[src/hdl/pixel_pkg.sv]
`default_nettype none

package pixel_pkg;

    localparam int ADDR_W = 8;
    localparam int LANES  = 4;

    typedef logic [ADDR_W-1:0] addr_t;

    // lane0 in the low byte
    typedef struct packed {
        addr_t lane3;
        addr_t lane2;
        addr_t lane1;
        addr_t lane0;
    } addr_group_t;

    typedef enum logic {
        rot_0   = 1'b0,
        rot_180 = 1'b1
    } rot_t;

    localparam addr_t AHB_STEP = 8'd4;

    localparam addr_group_t IN_DEFAULT = '{lane3: 8'd3, lane2: 8'd2, lane1: 8'd1, lane0: 8'd0};

    localparam addr_t START_0   = 8'h00;
    localparam addr_t START_180 = 8'hbc;

    // 180 deg lane offsets, negative values wrap mod 256
    localparam addr_group_t OFF180_A = '{lane3: 8'hfe, lane2: 8'd3, lane1: 8'd2, lane0: 8'd1};
    localparam addr_group_t OFF180_B = '{lane3: 8'd0, lane2: 8'hff, lane1: 8'd4, lane0: 8'd3};
    localparam addr_group_t OFF180_C = '{lane3: 8'd2, lane2: 8'd1, lane1: 8'd0, lane0: 8'd5};

    // beats of each group of eight where addresses hold
    localparam logic [2:0] HOLD_BEAT_A = 3'd5;
    localparam logic [2:0] HOLD_BEAT_B = 3'd6;

endpackage

`default_nettype wire

[src/hdl/seq_pkg.sv]
`default_nettype none

package seq_pkg;

    localparam int TRANS_W = 6;
    localparam int BEAT_W  = 3;

    localparam logic [TRANS_W-1:0] LAST_TRANS = 6'd63; // 64 beats per transfer

    typedef enum logic [1:0] {
        idle  = 2'd0,
        read  = 2'd1,
        write = 2'd2
    } seq_state_t;

    // sequencer view shared by both address generators
    typedef struct packed {
        seq_state_t        state;
        seq_state_t        next_state;
        logic [BEAT_W-1:0] beat;       // low bits of the transfer count
        logic              last;
        logic              flush;      // stop seen this clock
    } seq_status_t;

endpackage

`default_nettype wire

[src/hdl/core_pixel.sv]
`timescale 1ns/1ns
`default_nettype none

module core_pixel (
    input  wire                    I_CP_HCLK,
    input  wire                    I_CP_HRESET_N,
    input  wire logic              dma_ready, // one beat per high clock
    input  wire logic              stop,
    input  wire logic              abort,
    input  wire pixel_pkg::rot_t   degrees,
    output pixel_pkg::addr_group_t in_addr,
    output pixel_pkg::addr_group_t out_addr
);

    import seq_pkg::*;

    seq_status_t status;

    transfer_sequencer u_seq (
        .I_CP_HCLK     (I_CP_HCLK),
        .I_CP_HRESET_N (I_CP_HRESET_N),
        .dma_ready     (dma_ready),
        .stop          (stop),
        .abort         (abort),
        .status        (status)
    );

    // incoming pixel side
    read_addr_gen u_rd (
        .I_CP_HCLK     (I_CP_HCLK),
        .I_CP_HRESET_N (I_CP_HRESET_N),
        .status        (status),
        .in_addr       (in_addr)
    );

    // outgoing side, combinational from bases
    write_addr_gen u_wr (
        .I_CP_HCLK     (I_CP_HCLK),
        .I_CP_HRESET_N (I_CP_HRESET_N),
        .status        (status),
        .degrees       (degrees),
        .out_addr      (out_addr)
    );

endmodule

`default_nettype wire

[src/hdl/read_addr_gen.sv]
`timescale 1ns/1ns
`default_nettype none

module read_addr_gen (
    input  wire                       I_CP_HCLK,
    input  wire                       I_CP_HRESET_N,
    input  wire seq_pkg::seq_status_t status,
    output pixel_pkg::addr_group_t    in_addr
);

    import seq_pkg::*;
    import pixel_pkg::*;

    logic hold;

    assign hold = (status.beat == HOLD_BEAT_A) || (status.beat == HOLD_BEAT_B);

    always_ff @(posedge I_CP_HCLK)
        if (!I_CP_HRESET_N)
            in_addr <= IN_DEFAULT;
        else if (status.flush)
            in_addr <= '0;
        else if (status.next_state != read)
            in_addr <= IN_DEFAULT;
        else if (status.last)
            in_addr <= IN_DEFAULT; // back to buffer start when the transfer ends
        else if (!hold)
        begin
            in_addr.lane0 <= in_addr.lane0 + AHB_STEP;
            in_addr.lane1 <= in_addr.lane1 + AHB_STEP;
            in_addr.lane2 <= in_addr.lane2 + AHB_STEP;
            in_addr.lane3 <= in_addr.lane3 + AHB_STEP;
        end

    // after a flush the walk keeps all lanes equal until the next reload
    a_lane_shape: assert property (
        @(posedge I_CP_HCLK) disable iff (!I_CP_HRESET_N)
        ((in_addr.lane1 == addr_t'(in_addr.lane0 + 8'd1)) &&
         (in_addr.lane2 == addr_t'(in_addr.lane0 + 8'd2)) &&
         (in_addr.lane3 == addr_t'(in_addr.lane0 + 8'd3))) ||
        ((in_addr.lane1 == in_addr.lane0) &&
         (in_addr.lane2 == in_addr.lane0) &&
         (in_addr.lane3 == in_addr.lane0))
    );

endmodule

`default_nettype wire

[src/hdl/transfer_sequencer.sv]
`timescale 1ns/1ns
`default_nettype none

module transfer_sequencer (
    input  wire                  I_CP_HCLK,
    input  wire                  I_CP_HRESET_N,
    input  wire logic            dma_ready,
    input  wire logic            stop,
    input  wire logic            abort,
    output seq_pkg::seq_status_t status
);

    import seq_pkg::*;

    seq_state_t         state;
    seq_state_t         next_state;
    logic [TRANS_W-1:0] count;
    logic               last;

    assign last = (count == LAST_TRANS);

    always_ff @(posedge I_CP_HCLK)
        if (!I_CP_HRESET_N)
            state <= idle;
        else
            state <= next_state;

    // abort wins over the end of a transfer
    always_comb
    begin
        next_state = state;
        case (state)
            idle:
                if (dma_ready)
                    next_state = read;
            read:
                if (abort)
                    next_state = idle;
                else if (last)
                    next_state = write;
            write:
                if (abort)
                    next_state = idle;
                else if (last)
                    next_state = read;
            default:
                next_state = idle;
        endcase
    end

    // beat counter, wraps at 64
    always_ff @(posedge I_CP_HCLK)
        if (!I_CP_HRESET_N)
            count <= '0;
        else if (stop)
            count <= '0; // stop has priority
        else if (dma_ready)
            count <= count + 1'b1;

    assign status = '{
        state:      state,
        next_state: next_state,
        beat:       count[BEAT_W-1:0],
        last:       last,
        flush:      stop
    };

    a_state_legal: assert property (
        @(posedge I_CP_HCLK) disable iff (!I_CP_HRESET_N)
        state inside {idle, read, write}
    );

    a_abort_idle: assert property (
        @(posedge I_CP_HCLK) disable iff (!I_CP_HRESET_N)
        (abort && (state inside {read, write})) |=> (state == idle)
    );

endmodule

`default_nettype wire

[src/hdl/write_addr_gen.sv]
`timescale 1ns/1ns
`default_nettype none

module write_addr_gen (
    input  wire                       I_CP_HCLK,
    input  wire                       I_CP_HRESET_N,
    input  wire seq_pkg::seq_status_t status,
    input  wire pixel_pkg::rot_t      degrees,
    output pixel_pkg::addr_group_t    out_addr
);

    import seq_pkg::*;
    import pixel_pkg::*;

    addr_t       base0;
    addr_t       base180;
    logic        hold;
    addr_group_t off180;
    addr_group_t lanes_0;
    addr_group_t lanes_180;

    assign hold = (status.beat == HOLD_BEAT_A) || (status.beat == HOLD_BEAT_B);

    // 0 deg scans forward, 180 deg backward, one lane group per beat
    always_ff @(posedge I_CP_HCLK)
        if (!I_CP_HRESET_N)
        begin
            base0   <= START_0;
            base180 <= START_180;
        end
        else
            case (status.next_state)
                idle:
                begin
                    base0   <= START_0;
                    base180 <= START_180;
                end
                write:
                    if (status.last)
                    begin
                        base0   <= START_0;
                        base180 <= START_180;
                    end
                    else if (!hold)
                    begin
                        base0   <= base0 + addr_t'(LANES);
                        base180 <= base180 - addr_t'(LANES);
                    end
                default:
                begin
                    base0   <= base0; // read phase, bases wait
                    base180 <= base180;
                end
            endcase

    // 180 deg offset pattern repeats over beats 0-2 and 3-4
    always_comb
    begin
        off180 = OFF180_C;
        if (status.state == write)
            case (status.beat)
                3'd0, 3'd3: off180 = OFF180_A;
                3'd1, 3'd4: off180 = OFF180_B;
                default:    off180 = OFF180_C;
            endcase
    end

    always_comb
    begin
        lanes_0.lane0 = base0;
        lanes_0.lane1 = base0 + 8'd1;
        lanes_0.lane2 = base0 + 8'd2;
        lanes_0.lane3 = base0 + 8'd3;
    end

    always_comb
    begin
        lanes_180.lane0 = base180 + off180.lane0;
        lanes_180.lane1 = base180 + off180.lane1;
        lanes_180.lane2 = base180 + off180.lane2;
        lanes_180.lane3 = base180 + off180.lane3;
    end

    assign out_addr = (degrees == rot_180) ? lanes_180 : lanes_0;

    a_rot0_consecutive: assert property (
        @(posedge I_CP_HCLK) disable iff (!I_CP_HRESET_N)
        (degrees == rot_0) |->
            ((out_addr.lane1 == addr_t'(out_addr.lane0 + 8'd1)) &&
             (out_addr.lane2 == addr_t'(out_addr.lane0 + 8'd2)) &&
             (out_addr.lane3 == addr_t'(out_addr.lane0 + 8'd3)))
    );

endmodule

`default_nettype wire

[config.mk]
export PLATFORM = sky130hd
export DESIGN_NAME = core_pixel
export DESIGN_NICKNAME = d
export VERILOG_FILES = /design/src/hdl/pixel_pkg.sv /design/src/hdl/seq_pkg.sv /design/src/hdl/core_pixel.sv /design/src/hdl/read_addr_gen.sv /design/src/hdl/transfer_sequencer.sv /design/src/hdl/write_addr_gen.sv
export SDC_FILE = /design/constraint.sdc
export NUM_CORES = 1
export LEC_CHECK = 0
export ABC_CLOCK_PERIOD_IN_PS = 6100
export BUFFER_PORTS_ARGS = -buffer_cell sky130_fd_sc_hd__clkbuf_2
export CAP_MARGIN = 20
export CORE_ASPECT_RATIO = 0.8
export CORE_UTILIZATION = 25
export DETAILED_ROUTE_END_ITERATION = 16
export PLACE_DENSITY = 0.43
export SYNTH_ARGS = -nofsm -noshare
export SYNTH_HDL_FRONTEND = slang
export SYNTH_SLANG_ARGS = --single-unit
[constraint.sdc]
create_clock -name I_CP_HCLK -period 6.1 [get_ports I_CP_HCLK]
set_input_delay 0.61 -clock I_CP_HCLK [delete_from_list [all_inputs] [get_ports I_CP_HCLK]]
set_output_delay 0.61 -clock I_CP_HCLK [all_outputs]
set_load 0.01 [all_outputs]
==> Yosys cells after proc, flatten, opt, wreduce, memory -nomap -nowiden <==
Cells that the tools add are included.
{ "word_totals": {"regBits": 56, "input_bits": 6, "output_inout_bits": 64, "wordCells": 67} }
{ "classes": {"addsub": 14, "eq_ne": 12, "mux": 19, "bitwise_logic": 1, "reduce_logical": 10} }
{ "op_table": {"columns": ["cell", "count"], "rows": [
  ["$mux 26", 4],
  ["$mux 32", 2],
  ["$pmux 32 s2", 1],
  ["$add 8x3->8 const B", 5],
  ["$add 8x8->8", 4],
  ["$mux 8", 4],
  ["$pmux 8 s2", 2],
  ["$add 8x2->8 const B", 2],
  ["$mux 2", 5],
  ["$eq 3x3->1 const B", 3],
  ["$add 8x1->8 const B", 1],
  ["$sub 8x3->8 const B", 1],
  ["$add 6x1->6 const B", 1],
  ["$eq 6x6->1 const B", 1],
  ["$pmux 2 s3", 1],
  ["$reduce_or 2->1", 3],
  ["$eq 2x2->1 const B", 2],
  ["$logic_not 2->1", 2],
  ["$ne 4x4->1 const B", 1],
  ["$reduce_or 4->1", 1],
  ["$eq 3x1->1 const B", 1],
  ["$eq 3x2->1 const B", 1],
  ["$logic_not 3->1", 1],
  ["$ne 3x3->1 const B", 1],
  ["other kinds (6)", 6]
]} }

==> Logic depth before layout (Yosys ltp) <==
{ "logic_depth": {"word_depth": 7, "depth_mapped": 11, "ltp_nobuf": 10} }

==> Cells and area by module <==
Synthesis repeated with hierarchy kept, for this count alone.
{ "hier_totals": {"cells_unflattened": 395, "hier_area_um2": 3231.8} }
{ "modules_own_cells": {"columns": ["module", "n_inst", "cells_each", "area_each_um2"], "rows": [
  ["write_addr_gen", 1, 189, 1417.6],
  ["read_addr_gen", 1, 159, 1396.3],
  ["transfer_sequencer", 1, 47, 417.9]
]} }

==> Worst setup path after synthesis <==
Ideal clock, no wire load.
{ "synth_path": {"kind": "reg2out", "start": "register u_seq.count[0]", "end": "output port out_addr[23] (netlist name)", "arrival_time_ns": 2.768, "setup_slack_ns": 2.722, "stages_incl_launch_ff": 9, "path_cell_list": "dfxtp_1 > mux2_2 > nor3_1 > ha_1 > a21oi_1 > nor2_1 > a2111oi_0 > xnor2_1 > a21oi_1"} }
{ "synth_lines": {"columns": ["element", "line", "source"], "rows": [
  ["from (decl)", "transfer_sequencer.sv:17", "logic [TRANS_W-1:0] count;"],
  ["from (signal assigned)", "transfer_sequencer.sv:58", "count <= count + 1'b1;"],
  ["to (decl)", "core_pixel.sv:12", "output pixel_pkg::addr_group_t out_addr"]
]} }

==> impl_metrics.yaml <==
clock_tree:
  clockBufferDepth: 2
  path_clk_slew_ns: 0.07
  cts_tree: "yes"
  cts_hold_buf: 0
  cts_buffers: 5
  cts_root_buf: "clkbuf_16"
  post_cts_resize_count: 0
  htreeDepth: 2
  cts.sinks: 45
  cts_setup_buffers: 0
  worstSkewPairLatency_ns: 0.29
critical_path:
  slowest_delay_ns: 0.71
  reg2reg_slack_ns: 3.87
  path_class: "reg -> out"
  start_kind: "flop"
  cp.arrival_ns: 3.52
  path_common_cell: "a21oi_1"
  cp.required_ns: 5.49
  ff2ff_path_depth: 7
  slowest_stage: "nor3_1"
  cp-end-kind: "output port"
  rr_startpoint: "u_seq.count[0]"
  cp_max_fo: 7
  r2r_end: "u_wr.base0[5]"
  crit_chain: "mux2_2 -> nor3_1 -> ha_1 -> a21oi_1 -> nor2_1 -> a2111oi_0 -> xnor2_1 -> a21oi_1 -> clkbuf_2"
detailed_routing:
  met3_length_um: 274
  vias: 2529
  met2RoutedLength_mm: 3.16
  wl_per_cell_um: 13.1
  highest_layer: "met4"
  ant_nets: 0
  drt_wl_total_mm: 7.26
  first_pass_iters: 4
  routed_via_density: 4.55
  drt_iter0_drc: 83
  wl_met1_mm: 3.78
  drc: 0
synthesis:
  avgSynthCellArea_um2: 8.03
  ys.flop_type: "dfxtp_1"
  synth_area_leaders: "dfxtp_1 31%, ha_1 9.5%, xnor2_1 6.0%, a21oi_1 5.9%, xor2_1 5.7%"
  synthesis.area_um2: 2910
  synth-edff-count: 0
  synthArstFlopShare_pct: 0
  yosysSeqAreaShare_pct: 31.0
  ys_types: 48
  yosys_register_bits: 45
  synth_cells: 362
  yosysTopAreaCell: "dfxtp_1"
  yosysWarningCount: 0
  synth_top_area_share_pct: 31.0
final_layout:
  area_delta_synth_final_pct: 18.7
  postLayoutCoreUtil_pct: 31.1
  final_cell_count_no_fill: 556
  nets: 440
  seqCellArea_um2: 901
  multi_input_area_um2: 1810
  nFillCells: 1200
  drive_above_1_share_pct: 19.2
  antennaDiodeCount: 0
sta:
  rsz0062_at_grt: "no"
  finClkSkew_ns: 0.00879
  setup_viol: 0
  tns_ns: 0
  slew_violations: 0
  worst_pin_slew_ns: 0.875
  fin_crit_ns: 4.13
  fmax_ghz: 0.242
  maxSlewHeadroom_pct: 41.2
  final_hold_viol_count: 0
  post-route-period-util_pct: 67.6
power:
  power_density_nw_per_um2: 196
  irDropWorstVdd_mv: 0.170
  p_leak_nw: 1.45
  finalPower_mw: 0.677
grt:
  grt_pass1_wl_mm: 11.9
  grt_pass1_vias: 2380
  grt_max_degree: 33
  track_usage_pct: 12.5
  overflow: 0
  antenna_found_initial: 0
worst_hold_path:
  hold_path_depth: 2
  hold_path_class: "reg -> reg"
  hold_path_end: "u_rd.in_addr[15]"
  min_from: "u_rd.in_addr[15]"
placement:
  io_buffer_count: 65
  gp_congestion: 0.748
  place_hpwl_mm: 5.53
  place_inst: 548
die:
  start_util_pct: 26.2
  top_level_ports: 70
  die_w_um: 123
  core.rowCount: 34
  die_h_um: 98.4
  core_area_um2: 11100
  dieArea_um2: 12100
outcome:
  status: "complete, no violations"
job:
  cap_violations: 0
==> worst max-delay path by stage <==
stage	startpoint	endpoint	slack (ns)	cells past startpoint
after global placement	u_seq.count[0]	out_addr[31]	2.39	11
after detailed placement	u_seq.count[0]	out_addr[31]	2.32	11
after floorplan	u_seq.count[0]	out_addr[23]	2.72	8
final	u_seq.count[0]	out_addr[23]	1.97	9
after CTS	u_seq.count[0]	out_addr[23]	2.00	9
after global routing	u_seq.count[0]	out_addr[31]	1.69	11
==> final cells by class <==
class                           instances  share of cell area (%)
Timing Repair Buffer                   66                    9.65
Sequential cell                        45                    26.1
Clock buffer                            5                    3.63
Multi-Input combinational cell        280                    52.6
Inverter                               13                    1.42
Clock inverter                          3                    1.34
Tap cell                              144                    5.22
==> cells by family (layout without fill, tap and decap cells) <==
group                      after synthesis  count (layout)  synth area share (%)
muxes                                    5               5                  1.81
DFF                                     45              45                  31.0
xor gates and xnor gates                39              39                  11.8
adders and majority gates               23              23                  10.2
and+or+nand+nor                        136             136                  22.8
buffers and inverters                   40              87                  6.93
AOI/OAI and AO/OA                       72              72                  15.3
other                                    2               5                 0.258
==> per-layer routing <==
| layer | vias to the layer above | global-route usage, % |
|---|---|---|
| li1 | 1328 | - |
| met1 | 1162 | 18.1 |
| met2 | 34 | 19.0 |
| met3 | 5 | 2.66 |
| met4 | 0 | 2.25 |
| met5 | - | 0 |
==> cell usage in the layout, fill, tap and decap left out, types with 3 or more instances in the layout <==
master     netlist  final
or3_1            9      9
dfxtp_1         45     45
conb_1           2      5
a21oi_1         34     34
o21ai_1          2      3
or4_1            3      3
mux2i_1          3      3
clkbuf_16        0      5
ha_1            22     22
nand2b_1         4      4
nand2_1         41     41
inv_1           12     12
and2_1           4      4
nand4_1         15     15
xor2_1          19     19
nor2b_1          3      3
xnor2_1         20     20
o21ai_0         15     14
nand3_1          5      5
and3_1           5      5
a21o_1           4      4
clkbuf_2         0     65
nor2_1          38     38
==> synthesized netlist by cell type, types with 3 or more instances <==
master and n:
dfxtp_1 45, nand2_1 41, nor2_1 38, a21oi_1 34, ha_1 22, xnor2_1 20, xor2_1 19, nand4_1 15
o21ai_0 15, inv_1 12, buf_4 10, clkbuf_1 10, or3_1 9, and3_1 5, buf_2 5, nand3_1 5
a21o_1 4, and2_1 4, nand2b_1 4, mux2i_1 3, nor2b_1 3, or4_1 3
==> where the power goes <==
part           internal, mW  leakage [nW]  total, mW  switching, mW
combinational        0.0217          1.01     0.0603         0.0386
clock                 0.194        0.0800      0.314          0.120
sequential            0.297         0.364      0.302        0.00506
total                 0.513          1.45      0.677          0.164
==> flip-flops by register name, summed over array words and instances, names as in the netlist <==
register	count
u_rd.in_addr	25
u_seq.count	6
u_seq.state	2
u_wr.base0	6
u_wr.base180	6
==> per-stage QoR <==
step	instance area, um2	setup WS [ns]	hold slack (ns)
6_report	3450	1.97	0.484
5_1_grt	3450	1.69	0.509
3_3_place_gp	3280	2.39	0.470
3_5_place_dp	3280	2.32	0.483
2_1_floorplan	2920	2.72	0.459
4_1_cts	3450	2.00	0.493
==> worst max-delay path: cells and delay by family (launching register included) <==
kind                     cells  cell delay, ns
adder cells (fa/ha/maj)      1            0.40
AND/OR/NAND/NOR              2            0.80
buffers and inverters        1            0.15
flip-flops                   1            0.44
AO/OA/AOI/OAI                3            0.95
multiplexers                 1            0.38
XOR/XNOR                     1            0.12
Note: power is estimated with default switching activity, not from simulation.
